<file path="config.mk">
export PLATFORM = sky130hd
export DESIGN_NAME = muldiv_unit
export DESIGN_NICKNAME = d
export VERILOG_FILES = /design/src/logic/muldiv_pkg.sv /design/src/logic/div_signed.sv /design/src/logic/div_unsigned.sv /design/src/logic/mul_shift_add.sv /design/src/logic/muldiv_unit.sv /design/src/logic/result_arbiter.sv
export SDC_FILE = /design/constraint.sdc
export NUM_CORES = 1
export LEC_CHECK = 0
export BUFFER_PORTS_ARGS = -buffer_cell sky130_fd_sc_hd__buf_4
export CAP_MARGIN = 0
export CELL_PAD_IN_SITES_DETAIL_PLACEMENT = 2
export CELL_PAD_IN_SITES_GLOBAL_PLACEMENT = 2
export CORE_MARGIN = 5
export CORE_UTILIZATION = 44
export CTS_BUF_LIST = sky130_fd_sc_hd__clkbuf_4 sky130_fd_sc_hd__clkbuf_8
export DETAILED_ROUTE_END_ITERATION = 8
export GPL_ROUTABILITY_DRIVEN = 0
export PLACE_DENSITY = 0.88
export SYNTH_ARGS = -nofsm -noshare
export SYNTH_HDL_FRONTEND = slang
export SYNTH_SLANG_ARGS = --single-unit
</file>
<file path="constraint.sdc">
create_clock -name clk -period 14.3 [get_ports clk]
set_clock_uncertainty 0.05 [all_clocks]
set_input_delay 0.715 -clock clk [delete_from_list [all_inputs] [get_ports clk]]
set_output_delay 0.715 -clock clk [all_outputs]
set_load 0.02 [all_outputs]
</file>
<file path="src/logic/muldiv_pkg.sv">
package muldiv_pkg;

    // Operand and result width.
    localparam int xlen = 32;

    // Width of the request tag that travels with each result.
    localparam int tag_w = 4;

    // Operation codes are the RV32M funct3 values.
    localparam int op_w = 3;

    localparam logic [op_w-1:0] op_mul    = 3'd0;
    localparam logic [op_w-1:0] op_mulh   = 3'd1;
    localparam logic [op_w-1:0] op_mulhsu = 3'd2;
    localparam logic [op_w-1:0] op_mulhu  = 3'd3;
    localparam logic [op_w-1:0] op_div    = 3'd4; // Bit 2 marks the divide group.
    localparam logic [op_w-1:0] op_divu   = 3'd5; // Bit 0 marks unsigned.
    localparam logic [op_w-1:0] op_rem    = 3'd6; // Bit 1 marks remainder.
    localparam logic [op_w-1:0] op_remu   = 3'd7;

    // Iteration counts of the two engines.
    localparam int div_steps = xlen;
    localparam int mul_steps = xlen;

endpackage

</file>
<file path="src/logic/div_signed.sv">
module div_signed (
    input  logic                         clk,
    input  logic                         reset,
    input  logic                         start,
    input  logic                         grant,
    input  logic [muldiv_pkg::op_w-1:0]  op,
    input  logic [muldiv_pkg::tag_w-1:0] tag,
    input  logic [muldiv_pkg::xlen-1:0]  rs1,
    input  logic [muldiv_pkg::xlen-1:0]  rs2,
    output logic                         ready,
    output logic                         done,
    output logic                         error,
    output logic [muldiv_pkg::xlen-1:0]  value,
    output logic [muldiv_pkg::tag_w-1:0] tag_out
);
    import muldiv_pkg::*;

    logic            signed_op;
    logic            rem_op;
    logic            u_start;
    logic            u_grant;
    logic            u_done;
    logic            u_error;
    logic [xlen-1:0] u_dividend;
    logic [xlen-1:0] u_divisor;
    logic [xlen-1:0] u_quotient;
    logic [xlen-1:0] u_remainder;
    logic            rem_sel;
    logic            neg_q;
    logic            neg_r;
    logic [xlen-1:0] q_fixed;
    logic [xlen-1:0] r_fixed;

    assign signed_op = (op == op_div) || (op == op_rem);
    assign rem_op    = (op == op_rem) || (op == op_remu);

    // The unsigned core only ever sees magnitudes.
    assign u_dividend = (signed_op && rs1[xlen-1]) ? -rs1 : rs1;
    assign u_divisor  = (signed_op && rs2[xlen-1]) ? -rs2 : rs2;
    assign u_start    = start;
    assign u_grant    = grant;

    always_ff @(posedge clk) begin
        if (start && ready) begin
            tag_out <= tag;
            rem_sel <= rem_op;
            neg_q   <= signed_op && (rs1[xlen-1] ^ rs2[xlen-1]);
            neg_r   <= signed_op && rs1[xlen-1]; // Remainder takes the sign of the dividend.
        end
    end

    // A zero divisor must leave the all-ones quotient untouched.
    assign q_fixed = (neg_q && !u_error) ? -u_quotient : u_quotient;
    assign r_fixed = neg_r ? -u_remainder : u_remainder;
    assign value   = rem_sel ? r_fixed : q_fixed;
    assign done    = u_done;
    assign error   = u_error;

    div_unsigned i_div_unsigned (
        .clk       (clk),
        .reset     (reset),
        .start     (u_start),
        .grant     (u_grant),
        .dividend  (u_dividend),
        .divisor   (u_divisor),
        .ready     (ready),
        .done      (u_done),
        .error     (u_error),
        .quotient  (u_quotient),
        .remainder (u_remainder)
    );

endmodule

</file>
<file path="src/logic/div_unsigned.sv">
module div_unsigned (
    input  logic                        clk,
    input  logic                        reset,
    input  logic                        start,
    input  logic                        grant,
    input  logic [muldiv_pkg::xlen-1:0] dividend,
    input  logic [muldiv_pkg::xlen-1:0] divisor,
    output logic                        ready,
    output logic                        done,
    output logic                        error,
    output logic [muldiv_pkg::xlen-1:0] quotient,
    output logic [muldiv_pkg::xlen-1:0] remainder
);
    import muldiv_pkg::*;

    localparam logic [1:0] st_idle      = 2'd0;
    localparam logic [1:0] st_divide    = 2'd1;
    localparam logic [1:0] st_end       = 2'd2;
    localparam logic [1:0] st_end_error = 2'd3;

    logic [1:0]        state;
    logic [xlen-1:0]   count;           // One-hot weight of the current quotient bit.
    logic [2*xlen-1:0] shifted_divisor;
    logic              take;

    assign ready = state == st_idle;
    assign done  = (state == st_end) || (state == st_end_error);
    assign error = state == st_end_error;

    // The full double-width compare keeps high divisor bits from being lost.
    assign take = {{xlen{1'b0}}, remainder} >= shifted_divisor;

    always_ff @(posedge clk) begin
        if (reset) begin
            state <= st_idle;
        end else begin
            case (state)
                st_idle: begin
                    if (start) begin
                        if (divisor == '0) begin
                            state <= st_end_error;
                        end else if (divisor > dividend) begin
                            state <= st_end;
                        end else begin
                            state <= st_divide;
                        end
                    end
                end
                st_divide: begin
                    if (count[0]) begin
                        state <= st_end; // Last quotient bit is resolved in this cycle.
                    end
                end
                default: begin
                    if (grant) begin
                        state <= st_idle; // Results stay put until the arbiter takes them.
                    end
                end
            endcase
        end
    end

    always_ff @(posedge clk) begin
        if ((state == st_idle) && start) begin
            remainder       <= dividend;
            quotient        <= (divisor == '0) ? '1 : '0;
            shifted_divisor <= {1'b0, divisor, {(xlen-1){1'b0}}};
            count           <= {1'b1, {(div_steps-1){1'b0}}};
        end else if (state == st_divide) begin
            if (take) begin
                remainder <= remainder - shifted_divisor[xlen-1:0];
                quotient  <= quotient | count;
            end
            shifted_divisor <= shifted_divisor >> 1;
            count           <= count >> 1;
        end
    end

endmodule

</file>
<file path="src/logic/mul_shift_add.sv">
module mul_shift_add (
    input  logic                         clk,
    input  logic                         reset,
    input  logic                         start,
    input  logic                         grant,
    input  logic [muldiv_pkg::op_w-1:0]  op,
    input  logic [muldiv_pkg::tag_w-1:0] tag,
    input  logic [muldiv_pkg::xlen-1:0]  rs1,
    input  logic [muldiv_pkg::xlen-1:0]  rs2,
    output logic                         ready,
    output logic                         done,
    output logic [muldiv_pkg::xlen-1:0]  value,
    output logic [muldiv_pkg::tag_w-1:0] tag_out
);
    import muldiv_pkg::*;

    localparam logic [1:0] st_idle = 2'd0;
    localparam logic [1:0] st_run  = 2'd1;
    localparam logic [1:0] st_fix  = 2'd2;
    localparam logic [1:0] st_done = 2'd3;
    localparam int count_w = $clog2(mul_steps);

    logic [1:0]        state;
    logic [count_w-1:0] count;
    logic              a_signed;
    logic              b_signed;
    logic [xlen-1:0]   abs_a;
    logic [xlen-1:0]   abs_b;
    logic [2*xlen-1:0] mcand;
    logic [2*xlen-1:0] acc;
    logic [2*xlen-1:0] product;
    logic [xlen-1:0]   mplier;
    logic              neg;
    logic              hi_sel;

    assign a_signed = (op == op_mulh) || (op == op_mulhsu);
    assign b_signed = op == op_mulh;
    assign abs_a    = (a_signed && rs1[xlen-1]) ? -rs1 : rs1;
    assign abs_b    = (b_signed && rs2[xlen-1]) ? -rs2 : rs2;
    assign product  = neg ? -acc : acc;
    assign ready    = state == st_idle;
    assign done     = state == st_done;

    always_ff @(posedge clk) begin
        if (reset) begin
            state <= st_idle;
        end else begin
            case (state)
                st_idle: if (start) state <= st_run;
                st_run:  if (count == '0) state <= st_fix;
                st_fix:  state <= st_done;
                default: if (grant) state <= st_idle;
            endcase
        end
    end

    always_ff @(posedge clk) begin
        if ((state == st_idle) && start) begin
            acc     <= abs_b[0] ? {{xlen{1'b0}}, abs_a} : '0; // First step happens at start.
            mcand   <= {{(xlen-1){1'b0}}, abs_a, 1'b0};
            mplier  <= abs_b >> 1;
            count   <= count_w'(mul_steps - 2);
            neg     <= (a_signed && rs1[xlen-1]) ^ (b_signed && rs2[xlen-1]);
            hi_sel  <= op != op_mul;
            tag_out <= tag;
        end else if (state == st_run) begin
            if (mplier[0]) begin
                acc <= acc + mcand;
            end
            mcand  <= mcand << 1;
            mplier <= mplier >> 1;
            count  <= count - 1'b1;
        end else if (state == st_fix) begin
            value <= hi_sel ? product[2*xlen-1:xlen] : product[xlen-1:0];
        end
    end

endmodule

</file>
<file path="src/logic/muldiv_unit.sv">
module muldiv_unit (
    input  logic                         clk,
    input  logic                         reset,
    input  logic                         start,
    input  logic [muldiv_pkg::op_w-1:0]  op,
    input  logic [muldiv_pkg::tag_w-1:0] tag,
    input  logic [muldiv_pkg::xlen-1:0]  rs1,
    input  logic [muldiv_pkg::xlen-1:0]  rs2,
    output logic                         mul_ready,
    output logic                         div_ready,
    output logic                         result_valid,
    output logic [muldiv_pkg::xlen-1:0]  result,
    output logic [muldiv_pkg::tag_w-1:0] result_tag,
    output logic                         result_error
);
    import muldiv_pkg::*;

    logic             mul_start;
    logic             div_start;
    logic             mul_done;
    logic             div_done;
    logic             div_error;
    logic             mul_grant;
    logic             div_grant;
    logic [xlen-1:0]  mul_value;
    logic [xlen-1:0]  div_value;
    logic [tag_w-1:0] mul_tag_out;
    logic [tag_w-1:0] div_tag_out;

    // A request to a busy engine is dropped here.
    assign div_start = start && op[2] && div_ready;
    assign mul_start = start && !op[2] && mul_ready;

    div_signed i_div_signed (
        .clk (clk), .reset (reset), .start (div_start), .grant (div_grant),
        .op (op), .tag (tag), .rs1 (rs1), .rs2 (rs2),
        .ready (div_ready), .done (div_done), .error (div_error),
        .value (div_value), .tag_out (div_tag_out)
    );

    mul_shift_add i_mul_shift_add (
        .clk (clk), .reset (reset), .start (mul_start), .grant (mul_grant),
        .op (op), .tag (tag), .rs1 (rs1), .rs2 (rs2),
        .ready (mul_ready), .done (mul_done),
        .value (mul_value), .tag_out (mul_tag_out)
    );

    result_arbiter i_result_arbiter (
        .clk (clk), .reset (reset),
        .mul_done (mul_done), .div_done (div_done), .div_error (div_error),
        .mul_value (mul_value), .div_value (div_value),
        .mul_tag_out (mul_tag_out), .div_tag_out (div_tag_out),
        .mul_grant (mul_grant), .div_grant (div_grant),
        .result_valid (result_valid), .result_error (result_error),
        .result (result), .result_tag (result_tag)
    );

endmodule

</file>
<file path="src/logic/result_arbiter.sv">
module result_arbiter (
    input  logic                         clk,
    input  logic                         reset,
    input  logic                         mul_done,
    input  logic                         div_done,
    input  logic                         div_error,
    input  logic [muldiv_pkg::xlen-1:0]  mul_value,
    input  logic [muldiv_pkg::xlen-1:0]  div_value,
    input  logic [muldiv_pkg::tag_w-1:0] mul_tag_out,
    input  logic [muldiv_pkg::tag_w-1:0] div_tag_out,
    output logic                         mul_grant,
    output logic                         div_grant,
    output logic                         result_valid,
    output logic                         result_error,
    output logic [muldiv_pkg::xlen-1:0]  result,
    output logic [muldiv_pkg::tag_w-1:0] result_tag
);

    logic mul_grant_q;
    logic div_grant_q;

    // An engine just granted is skipped for one cycle while its done drops.
    assign div_grant = div_done && !div_grant_q;
    assign mul_grant = mul_done && !mul_grant_q && !div_grant; // Divider wins ties.

    always_ff @(posedge clk) begin
        if (reset) begin
            mul_grant_q  <= 1'b0;
            div_grant_q  <= 1'b0;
            result_valid <= 1'b0;
            result_error <= 1'b0;
        end else begin
            mul_grant_q  <= mul_grant;
            div_grant_q  <= div_grant;
            result_valid <= mul_grant || div_grant;
            result_error <= div_grant && div_error;
        end
    end

    always_ff @(posedge clk) begin
        if (div_grant) begin
            result     <= div_value;
            result_tag <= div_tag_out;
        end else if (mul_grant) begin
            result     <= mul_value;
            result_tag <= mul_tag_out;
        end
    end

endmodule

</file>
== Word level (Yosys, flattened, before mapping) ==
Cells that the tools add are included.

* Register bits: 411
* Input port bits: 74
* Output and inout port bits: 40
* Logic and storage cells: 139

* $add $sub $neg: 8
* Order comparisons: 2
* Equal/unequal tests: 15
* Mux-type cells: 40
* Bitwise operators: 5
* Reduce and logical (&&, ||, !) cells: 43

{| class="wikitable"
|+ Operators with widths
! cell !! count
|-
| 32-bit 2-to-1 mux || 18
|-
| 64-bit 2-to-1 mux || 4
|-
| 32-bit negator || 4
|-
| 63-bit 2-to-1 mux || 2
|-
| 33-bit 2-to-1 mux || 2
|-
| 64-bit adder || 1
|-
| 64-bit negator || 1
|-
| 32-bit by 63-bit greater-or-equal comparator with 1-bit output || 1
|-
| 31-bit 2-to-1 mux || 2
|-
| 32-bit greater-than comparator || 1
|-
| 32-bit zero test || 1
|-
| 32-bit OR || 1
|-
| 32-bit subtractor || 1
|-
| 1-bit logical AND || 16
|-
| 2-bit 2-to-1 mux || 8
|-
| 2-bit nonzero test || 5
|-
| 3-bit == test, second input constant || 3
|-
| 3-bit AND reduction || 3
|-
| 2-bit == test, second input constant || 4
|-
| 4-bit 2-to-1 mux || 2
|-
| 2-bit by 1-bit != test with 1-bit output, second input constant || 3
|-
| 2-bit case mux with 3 select lines || 1
|-
| 3-bit nonzero test || 2
|-
| 1-bit zero test || 5
|-
| other kinds (13) || 22
|}

== Logic depth before layout (Yosys ltp) ==
Gate-level depths: netlist (run 1).

* Depth in word-level cells: 9
* Mapped depth: 19
* Depth with buffers taken out: 19

== Hierarchy ==
Synthesis (run 1) repeated with hierarchy kept, for this count alone.

* Cell total of the unflattened synthesis: 3111
* Area total of the unflattened synthesis: 28409.7 um^2

{| class="wikitable"
|+ By module, submodules not included
! module !! instances !! cells each !! area an instance (um^2) !! seq. area each (um^2)
|-
| mul_shift_add || 1 || 1569 || 14132.3 || 5715.5
|-
| div_unsigned || 1 || 916 || 8752.1 || 4184.0
|-
| div_signed || 1 || 534 || 3672.3 || 210.2
|-
| result_arbiter || 1 || 90 || 1836.8 || 1161.1
|-
| muldiv_unit || 1 || 2 || 16.3 || 0.0
|}

== Worst setup path before layout (run 1) ==
No wires, ideal clock.

* Path kind: flip-flop to flip-flop
* Start: reg i_div_signed.i_div_unsigned.remainder[7] (netlist name)
* End: reg i_div_signed.i_div_unsigned.quotient[0] (netlist name) (enable)
* Library setup time: 574 ps
* Data arrival time: 6709 ps
* Data required time: 13676 ps
* Slack: 6966 ps
* Stages on the path, launching flop included: 12
* Buffers on the path: 0
* Period minus slack after synthesis: 7334 ps
* Path through: edfxtp_1 ha_1 and3_1 nand4_1 o211ai_1 a21oi_1 a32oi_1 a21oi_1 o21ai_0 or2_2 a21oi_1 o21ai_0

* Word-level cells in the longest chain between the ends: 3

{| class="wikitable"
|+ RTL lines
! element !! RTL line !! RTL
|-
| from (decl) || div_unsigned.sv:12 || <nowiki>output logic [muldiv_pkg::xlen-1:0] remainder</nowiki>
|-
| from (signal assigned) || div_unsigned.sv:65 || <nowiki>remainder <= dividend;</nowiki>
|-
| from (signal assigned) || div_unsigned.sv:71 || <nowiki>remainder <= remainder - shifted_divisor[xlen-1:0];</nowiki>
|-
| 32-bit by 63-bit greater-or-equal comparator with 1-bit output || div_unsigned.sv:31 || <nowiki>assign take = {{xlen{1'b0}}, remainder} >= shifted_divisor;</nowiki>
|-
| 2-bit nonzero test (no line) || - ||
|-
| 2-bit AND reduction (no line) || - ||
|-
| to (signal assigned) || div_unsigned.sv:66 || <nowiki>quotient <= (divisor == '0) ? '1 : '0;</nowiki>
|-
| to (signal assigned) || div_unsigned.sv:72 || <nowiki>quotient <= quotient | count;</nowiki>
|-
| to (decl) || div_unsigned.sv:11 || <nowiki>output logic [muldiv_pkg::xlen-1:0] quotient,</nowiki>
|}

No other way between the ends.
A chain may end at the register's enable or synchronous reset.

== Worst setup path after layout (run 1) ==
* Start: in rs1[3] (netlist name)
* End: reg i_div_signed.i_div_unsigned.state[0]

* Word-level cells in the longest chain between the ends: 7

{| class="wikitable"
|+ RTL lines
! element !! RTL line !! RTL
|-
| from (decl) || muldiv_unit.sv:7 || <nowiki>input logic [muldiv_pkg::xlen-1:0] rs1,</nowiki>
|-
| 32-bit negator || div_signed.sv:38 || <nowiki>assign u_dividend = (signed_op && rs1[xlen-1]) ? -rs1 : rs1;</nowiki>
|-
| 32-bit 2-to-1 mux (*) || div_signed.sv:38 ||
|-
| 32-bit greater-than comparator (*) || div_unsigned.sv:42 || <nowiki>end else if (divisor > dividend) begin</nowiki>
|-
| 2-bit 2-to-1 mux (*) || div_unsigned.sv:42 ||
|-
| 2-bit 2-to-1 mux (*) || div_unsigned.sv:40 || <nowiki>if (divisor == '0) begin</nowiki>
|-
| 2-bit 2-to-1 mux (*) || div_unsigned.sv:39 || <nowiki>if (start) begin</nowiki>
|-
| 2-bit case mux with 2 select lines (*) || div_unsigned.sv:37 || <nowiki>case (state)</nowiki>
|-
| to (signal assigned) || div_unsigned.sv:41 || <nowiki>state <= st_end_error;</nowiki>
|-
| to (signal assigned) || div_unsigned.sv:43 || <nowiki>state <= st_end;</nowiki>
|-
| to (signal assigned) || div_unsigned.sv:45 || <nowiki>state <= st_divide;</nowiki>
|-
| to (decl) || div_unsigned.sv:21 || <nowiki>logic [1:0] state;</nowiki>
|}

Every way passes the cells marked *; elsewhere a longest branch is shown, timed or not. The select of a mux whose other input is x is not followed.

==> results of run 1 <==
==> per-layer routing <==
| layer | vias up | GRT usage | share of wire |
|---|---|---|---|
| li1 | 11200 | - | - |
| met1 | 13500 | 0.434 | 0.38 |
| met2 | 1442 | 0.618 | 0.48 |
| met3 | 443 | 0.0861 | 0.080 |
| met4 | 16 | 0.187 | 0.057 |
| met5 | - | 0 | 0.00086 |
==> path summary, 6_finish.rpt <==
| check | startpoint | endpoint | slack, ns | depth (start not counted) |
|---|---|---|---|---|
| min | tag[0] | i_div_signed.tag_out[0] | 0.14 | 1 |
| max | rs1[3] | i_div_signed.i_div_unsigned.state[0] | 8.15 | 17 |
| max reg2reg | i_div_signed.i_div_unsigned.remainder[1] | i_div_signed.i_div_unsigned.quotient[21] | 9.48 | 12 |
| min reg2reg | i_div_signed.i_div_unsigned.shifted_divisor[9] | i_div_signed.i_div_unsigned.shifted_divisor[8] | 0.42 | 2 |
==> registers in the layout, indices dropped and copies added, names as in the netlist, 2 cells and up <==
| signal | count |
|---|---|
| i_div_signed.i_div_unsigned.shifted_divisor | 63 |
| i_mul_shift_add.mplier | 31 |
| i_mul_shift_add.acc | 64 |
| i_mul_shift_add.value | 32 |
| i_mul_shift_add.state | 2 |
| i_div_signed.i_div_unsigned.state | 2 |
| i_div_signed.i_div_unsigned.quotient | 32 |
| i_div_signed.tag_out | 4 |
| i_mul_shift_add.mcand | 63 |
| i_mul_shift_add.count | 5 |
| i_result_arbiter.result_tag | 4 |
| i_mul_shift_add.tag_out | 4 |
| i_div_signed.i_div_unsigned.remainder | 32 |
| i_div_signed.i_div_unsigned.count | 32 |
| i_result_arbiter.result | 32 |
==> cells in the mapped netlist, types with 15 or more instances <==
library cell / n
a21o_1: 61
a21oi_1: 255
a22o_1: 27
a31oi_1: 23
and3_1: 17
clkbuf_1: 151
dfxtp_1: 107
edfxtp_1: 304
ha_1: 137
inv_1: 95
mux2i_1: 40
nand2_1: 435
nand2b_1: 20
nand3_1: 30
nand4_1: 43
nor2_1: 267
nor2b_1: 15
nor3_1: 44
nor4_1: 25
o21a_1: 23
o21ai_0: 248
o21bai_1: 17
o22ai_1: 30
o31a_1: 34
o31ai_1: 58
o41ai_1: 18
or3_1: 31
or4_1: 22
xnor2_1: 170
xor2_1: 152
==> critical path: stages <==
cell,delay (ns)
buf_4,0.13
nor2_1,0.29
nor4b_1,0.96
nand2_1,0.57
nor2_1,0.31
nand2_1,0.15
or4_1,0.52
nor4_1,0.57
nor3b_1,0.40
o21ai_0,0.19
ha_1,0.35
nand4_1,0.12
nor2_1,0.20
nand2_1,0.12
o31ai_1,0.64
o21ai_0,0.24
a21oi_1,0.23
==> cells in the final DEF (no fill, tap or decap), types with 8 or more instances in the layout <==
cell type    n
a211oi_1     8
a21boi_0     8
a21o_1      61
a21oi_1    255
a22o_1      27
a31oi_1     23
and2_1      12
and3_1      17
buf_4      137
clkbuf_4    32
clkbuf_8    89
clkinv_2    11
dfxtp_1    107
edfxtp_1   304
ha_1       136
inv_1       94
mux2i_1     40
nand2_1    434
nand2b_1    17
nand3_1     30
nand4_1     43
nor2_1     267
nor2b_1     14
nor3_1      44
nor4_1      25
o211ai_1    11
o21a_1      23
o21ai_0    247
o21bai_1    17
o22ai_1     30
o31a_1      34
o31ai_1     58
o41ai_1     18
or2_2       13
or3_1       31
or4_1       22
xnor2_1    170
xor2_1     152
==> power groups by stage <==
stage | registers (mW) | logic, mW | clock network (mW)
after floorplan | 1.87 | 1.51 | 0
after global placement | 1.96 | 2.01 | 0
after detailed placement | 1.99 | 2.18 | 0
after CTS | 1.99 | 2.34 | 1.27
after global routing | 2.01 | 2.55 | 1.33
final | 2.01 | 2.41 | 1.27
==> metrics by stage <==
stage                util  setup slack, ns  hold WS [ns]  area (sq um)
floorplan               -             6.97         0.386         27300
global placement    0.466             8.72         0.404         28700
detailed placement  0.466             8.08         0.418         28700
CTS                 0.492             8.41         0.104         30300
global route        0.492             8.02         0.104         30300
finish              0.492             8.15         0.141         30300
==> area by class of cell <==
| cell class | count | area, sq um | area share |
|---|---|---|---|
| Clock inverter | 22 | 131 | 0.00433 |
| Sequential cell | 411 | 11300 | 0.372 |
| Timing Repair Buffer | 137 | 1030 | 0.0339 |
| Tap cell | 837 | 1050 | 0.0346 |
| Inverter | 96 | 364 | 0.0120 |
| Clock buffer | 121 | 1470 | 0.0483 |
| Antenna cell | 7 | 17.5 | 0.000578 |
| Multi-Input combinational cell | 2381 | 15000 | 0.494 |
==> logic make-up (layout without fill, tap and decap cells) <==
group | count (synthesis) | after routing | synth area share
flip-flops | 411 | 411 | 0.413
XOR/XNOR | 322 | 322 | 0.103
other | 0 | 7 | 0
buffers and inverters | 271 | 376 | 0.0391
AND/OR/NAND/NOR | 1013 | 1013 | 0.170
adder cells (fa/ha/maj) | 139 | 139 | 0.0643
AO/OA/AOI/OAI | 867 | 867 | 0.196
multiplexers | 40 | 40 | 0.0147
==> impl_metrics.csv, run 1 <==
group,metric,value,unit
run,cap_violations,0,
clocking,postCtsSetupBuffers,0,
grt,groute.usage.overall,0.365,
routing,via_count,26600,
grt,grt_pass1_wl,189000,um
sta,rsz0062_at_grt,"false",
logic_synthesis,synth_cells,3063,
setup_path,crit_type,"input port to flip-flop",
logic_synthesis,async_reset_ff_frac,0,
die,initial_utilization,0.443,
clocking,cts_resized,0,
die,dieHeight,259,um
layout,layout.nets,3318,
die,pin_count,114,
logic_synthesis,ys_ff_latch,411,
power,total_switching_power,2.54,mW
routing,drtPass1Iterations,5,
sta,hold_viol,0,
logic_synthesis,syn-cell-area,27300,sq um
routing,wire_per_inst,31.8,um
sta,timing.final.crit_period,6.15,ns
placement,dp_hpwl,80700,um
placement,portBuffers,113,
sta,relSlewSlack,0.0407,
power,leakage,11.4,nW
routing,ant_nets,0,
clocking,cts_max_level,3,
grt,overflow,0,
logic_synthesis,synth_top_area_cell,"edfxtp_1",
setup_path,path_max_fanout,6,
routing,drc,0,
power,total_power,5.69,mW
die,fp.dieW,259,um
clocking,clk-insertion-delay-late,0.72,ns
power,combinationalPowerShare,0.423,
clocking,cts_tree,"yes",
routing,routed_wl,128000,um
hold_path,hold_class,"input port to flip-flop",
setup_path,endpoint_kind,"flip-flop",
routing,vias_per_cell,6.63,
sta,setup_tns,0,ns
logic_synthesis,synth_top_area_share,0.335,
power,pwr-share-clk,0.224,
power,sequentialPowerShare,0.353,
clocking,cts.root.buffer_cell,"clkbuf_8",
grt,grt_max_degree,94,
clocking,cts_hold_buf,0,
sta,post-route-period-util,0.430,
clocking,clock_sinks,411,
die,num_rows,91,
clocking,cts_buffers,78,
setup_path,crit_required,14.87,ns
sta,slew_violations,0,
sta,setup_viol,0,
clocking,cts_buffer_depth,3,
run_status,outcome,"finished clean",
sta,worst_pin_slew,1.44,ns
die,core_area,61600,sq um
logic_synthesis,yosysSeqAreaShare,0.413,
layout,area_growth,11.1,%
logic_synthesis,synth_nets,3276,
sta,max_freq,163,MHz
layout,drive_above_1_share,0.0975,
die,die-area,67100,sq um
power,power.internal,3.15,mW
logic_synthesis,synth_flop_cell,"edfxtp_1",
power,p_per_area,188,nW/um^2
grt,grt_antenna_before_repair,13,
placement,place_inst,3862,
routing,dr.first_iter.drc_count,2790,
layout,fin_cells,4012,
logic_synthesis,ys_warn_count,0,
power,vdd_drop_max,0.146,mV
logic_synthesis,yosys-top-cells-area,"edfxtp_1 (33%), dfxtp_1 (7.8%), ha_1 (6.3%), nand2_1 (6.0%), xnor2_1 (5.5%)",
logic_synthesis,syn_avg_cell_area,8.91,sq um
power,swShare,0.446,
logic_synthesis,synth_edf_count,304,
layout,fillers,6476,
logic_synthesis,ys_types,76,
grt,grt_pass1_vias,29000,
clocking,cts.clk_slew.worst_paths,0.08,ns
setup_path,cp.arrival,6.72,ns
setup_path,start_kind,"input port",
Power figures use the tool's default switching activity.
==> run 2, diff against run 1 <==
--- a/config.mk
+++ b/config.mk
@@ -5,16 +5,17 @@
 export SDC_FILE = /design/constraint.sdc
 export NUM_CORES = 1
 export LEC_CHECK = 0
+export ABC_AREA = 1
 export BUFFER_PORTS_ARGS = -buffer_cell sky130_fd_sc_hd__buf_4
 export CAP_MARGIN = 0
 export CELL_PAD_IN_SITES_DETAIL_PLACEMENT = 2
 export CELL_PAD_IN_SITES_GLOBAL_PLACEMENT = 2
 export CORE_MARGIN = 5
-export CORE_UTILIZATION = 44
+export CORE_UTILIZATION = 34
 export CTS_BUF_LIST = sky130_fd_sc_hd__clkbuf_4 sky130_fd_sc_hd__clkbuf_8
 export DETAILED_ROUTE_END_ITERATION = 8
 export GPL_ROUTABILITY_DRIVEN = 0
-export PLACE_DENSITY = 0.88
+export PLACE_DENSITY = 0.79
 export SYNTH_ARGS = -nofsm -noshare
 export SYNTH_HDL_FRONTEND = slang
 export SYNTH_SLANG_ARGS = --single-unit
==> constraint.sdc (replaced) <==
create_clock -name clk -period 5.1 [get_ports clk]
set_clock_uncertainty 0.05 [all_clocks]
set_input_delay 0.255 -clock clk [delete_from_list [all_inputs] [get_ports clk]]
set_output_delay 0.255 -clock clk [all_outputs]
set_load 0.02 [all_outputs]
==> impl_metrics.csv, run 2 <==
group,metric,value,unit
run_status,outcome,"finished clean",
die,dieHeight,306,um
hold_path,min_path_cells,4,
clocking,cts_buffer_depth,3,
layout,largest_reg_flops,64,
hold_path,hold_class,"input port to flip-flop",
grt,grt_antenna_before_repair,15,
logic_synthesis,synth_top_area_cell,"edfxtp_1",
clocking,cts.root.buffer_cell,"clkbuf_8",
setup_path,cpPeakStageDelay,0.88,ns
layout,fin_util,0.395,
power,vdd_drop_max,0.240,mV
clocking,cts.clk_slew.worst_paths,0.06,ns
layout,area_growth,15.0,%
sta,whs,0.0500,ns
hold_path,min_from,"rs2[11]",
logic_synthesis,yosys-top-cells-area,"edfxtp_1 (31%), nand2_1 (12%), o21ai_0 (8.4%), dfxtp_1 (7.2%), nor2_1 (6.7%)",
routing,drtPass1Iterations,6,
setup_path,reg2reg_depth,14,
setup_path,slowest_stage,"o21ai_0",
clocking,cts_buffers,83,
setup_path,start_kind,"input port",
routing,drc,0,
setup_path,crit_type,"input port to flip-flop",
power,leakage,14.6,nW
grt,grt_pass1_vias,33600,
clocking,cts_tree,"yes",
clocking,cts_max_level,3,
logic_synthesis,syn_avg_cell_area,7.07,sq um
die,pin_count,114,
logic_synthesis,ys_warn_count,0,
setup_path,crit_required,5.68,ns
routing,wire_per_inst,25.3,um
clocking,clock_sinks,411,
sta,setup_tns,0,ns
logic_synthesis,ys_types,60,
logic_synthesis,synth_nets,4433,
layout,layout_commonest_cell,"nand2_1",
logic_synthesis,syn-cell-area,29800,sq um
setup_path,path_cells,"dlygate4sd3_1, buf_4, nor3_2, nand3_1, nor2_2, nand2_1, nor2_4, nand2_1, xor2_1, o21ai_0, ha_1, a21oi_1, o21ai_0, nand2_1, o211ai_1, a31oi_1, nand2_1, a21oi_1, nand2_1, nand2_1, a21oi_1",
sta,max_freq,250,MHz
layout,drive_above_1_share,0.0855,
logic_synthesis,ys_ff_latch,411,
logic_synthesis,async_reset_ff_frac,0,
setup_path,reg2reg_from,"i_div_signed.i_div_unsigned.remainder[2]",
power,swShare,0.456,
sta,setup_viol,0,
die,die-area,93800,sq um
setup_path,crit_top_cell,"nand2_1",
die,initial_utilization,0.343,
sta,hold_viol,0,
power,pwr-share-clk,0.235,
power,total_switching_power,7.81,mW
placement,dp_hpwl,110000,um
setup_path,r2r_end,"i_div_signed.i_div_unsigned.quotient[27]",
sta,worst_pin_slew,1.21,ns
setup_path,cp.arrival,4.57,ns
sta,post-route-period-util,0.783,
layout,layout.nets,4576,
grt,groute.usage.overall,0.291,
sta,relSlewSlack,0.187,
routing,routed_wl,142000,um
run,cap_violations,0,
sta,rsz0062_at_grt,"false",
logic_synthesis,synthTopCellsByCount,"nand2_1 (921), nor2_1 (532), inv_1 (516)",
logic_synthesis,synth_cells,4220,
placement,portBuffers,113,
logic_synthesis,synth_edf_count,304,
logic_synthesis,synth_top_area_share,0.306,
grt,overflow,0,
grt,grt_pass1_wl,210000,um
die,fp.dieW,306,um
die,num_rows,108,
power,combinationalPowerShare,0.427,
routing,via_count,31500,
power,sequentialPowerShare,0.338,
layout,largest-register,"i_mul_shift_add.acc",
routing,dr.first_iter.drc_count,2061,
sta,slew_violations,0,
clocking,postCtsSetupBuffers,0,
logic_synthesis,yosysMostFrequentCell,"nand2_1",
clocking,clk-insertion-delay-late,0.76,ns
logic_synthesis,synth_flop_cell,"edfxtp_1",
power,p_per_area,499,nW/um^2
setup_path,regToRegSetupSlack,1.46,ns
logic_synthesis,yosysSeqAreaShare,0.378,
layout,final_cell_mix,"nand2_1 (918), nor2_1 (527), inv_1 (515)",
hold_path,whs_endpoint,"i_mul_shift_add.mplier[10]",
layout,reg.largest.list,"i_mul_shift_add.acc (64), i_div_signed.i_div_unsigned.shifted_divisor (63), i_mul_shift_add.mcand (63)",
setup_path,endpoint_kind,"flip-flop",
routing,ant_nets,0,
setup_path,path_max_fanout,5,
die,core_area,86900,sq um
grt,grt_max_degree,138,
routing,vias_per_cell,5.63,
sta,timing.final.crit_period,3.99,ns
power,power.internal,9.32,mW
[run 2: cell count changes after synthesis, moves of 50 or more]
cell,change
nand2_1,+486
inv_1,+421
nor2_1,+265
o21ai_0,+252
nand3_1,+189
xnor2_1,-155
xor2_1,-109
a21oi_1,+73
o31ai_1,-50
[run 2: stage by stage]
stage	instances	setup slack, ns	power (mW)	instance area, sq um
detailed placement	5386	1.06	13.0	31900
CTS	5588	1.17	17.1	34300
global placement	5386	1.10	12.6	31900
floorplan	4220	1.28	9.93	29800
finish	5598	1.11	17.1	34300
global route	5593	0.931	18.1	34300
[run 2: cell families after synthesis]
kind of cell    share of synthesized area
simple gates                        0.269
mux                              0.000713
xor+xnor                           0.0170
buf+inv                            0.0850
compound gates                      0.192
fa+ha+maj                          0.0588
flops                               0.378
[run 2: repair_timing]
item | 4_1_cts | 5_1_grt
setup endpoints to repair | 0 | 0
hold endpoints to repair | 60 | 0
hold buffers | 47 | 0
resized for setup | 0 | 0
[run 2: final cells by class]
type / instances / area [sq um]
multi-input combinational: 3145 / 16100
clock inverter: 34 / 382
sequential: 411 / 11300
fill: 10400 / 52600
antenna: 10 / 25.0
timing repair buffer: 196 / 1630
tap: 1155 / 1450
inverter: 526 / 1980
clock buffer: 121 / 1520
[run 2: metal layers]
layer  GRT usage  wire, um
met5           0       147
met1       0.349     58000
met4       0.142      8120
met2       0.512     68700
met3      0.0415      6800
[run 2: worst max-delay path, delay by kind of cell]
kind / cells / cell delay [ns]
AOI/OAI and AO/OA: 7 / 1.53
buffers and inverters: 2 / 0.81
and+or+nand+nor: 10 / 1.39
adders and majority gates: 1 / 0.41
xor gates and xnor gates: 1 / 0.16
[run 2: worst max-delay path by stage]
| stage | startpoint | endpoint | depth (start not counted) |
|---|---|---|---|
| final | rs1[0] | i_div_signed.i_div_unsigned.state[1] | 21 |
| after global routing | rs1[0] | i_div_signed.i_div_unsigned.state[1] | 24 |
| after CTS | rs1[0] | i_div_signed.i_div_unsigned.state[1] | 21 |
| after detailed placement | rs1[0] | i_div_signed.i_div_unsigned.state[1] | 20 |
| after global placement | rs1[0] | i_div_signed.i_div_unsigned.state[1] | 20 |
| after floorplan | i_div_signed.i_div_unsigned.remainder[2] | i_div_signed.i_div_unsigned.quotient[0] | 13 |
[run 2: power by group through the flow]
stage,registers (mW),clock network [mW],logic (mW)
2_1_floorplan,5.33,0,4.60
3_5_place_dp,5.82,0,7.13
3_3_place_gp,5.78,0,6.82
5_1_grt,5.81,4.27,7.99
6_report,5.79,4.02,7.32
4_1_cts,5.77,4.11,7.26
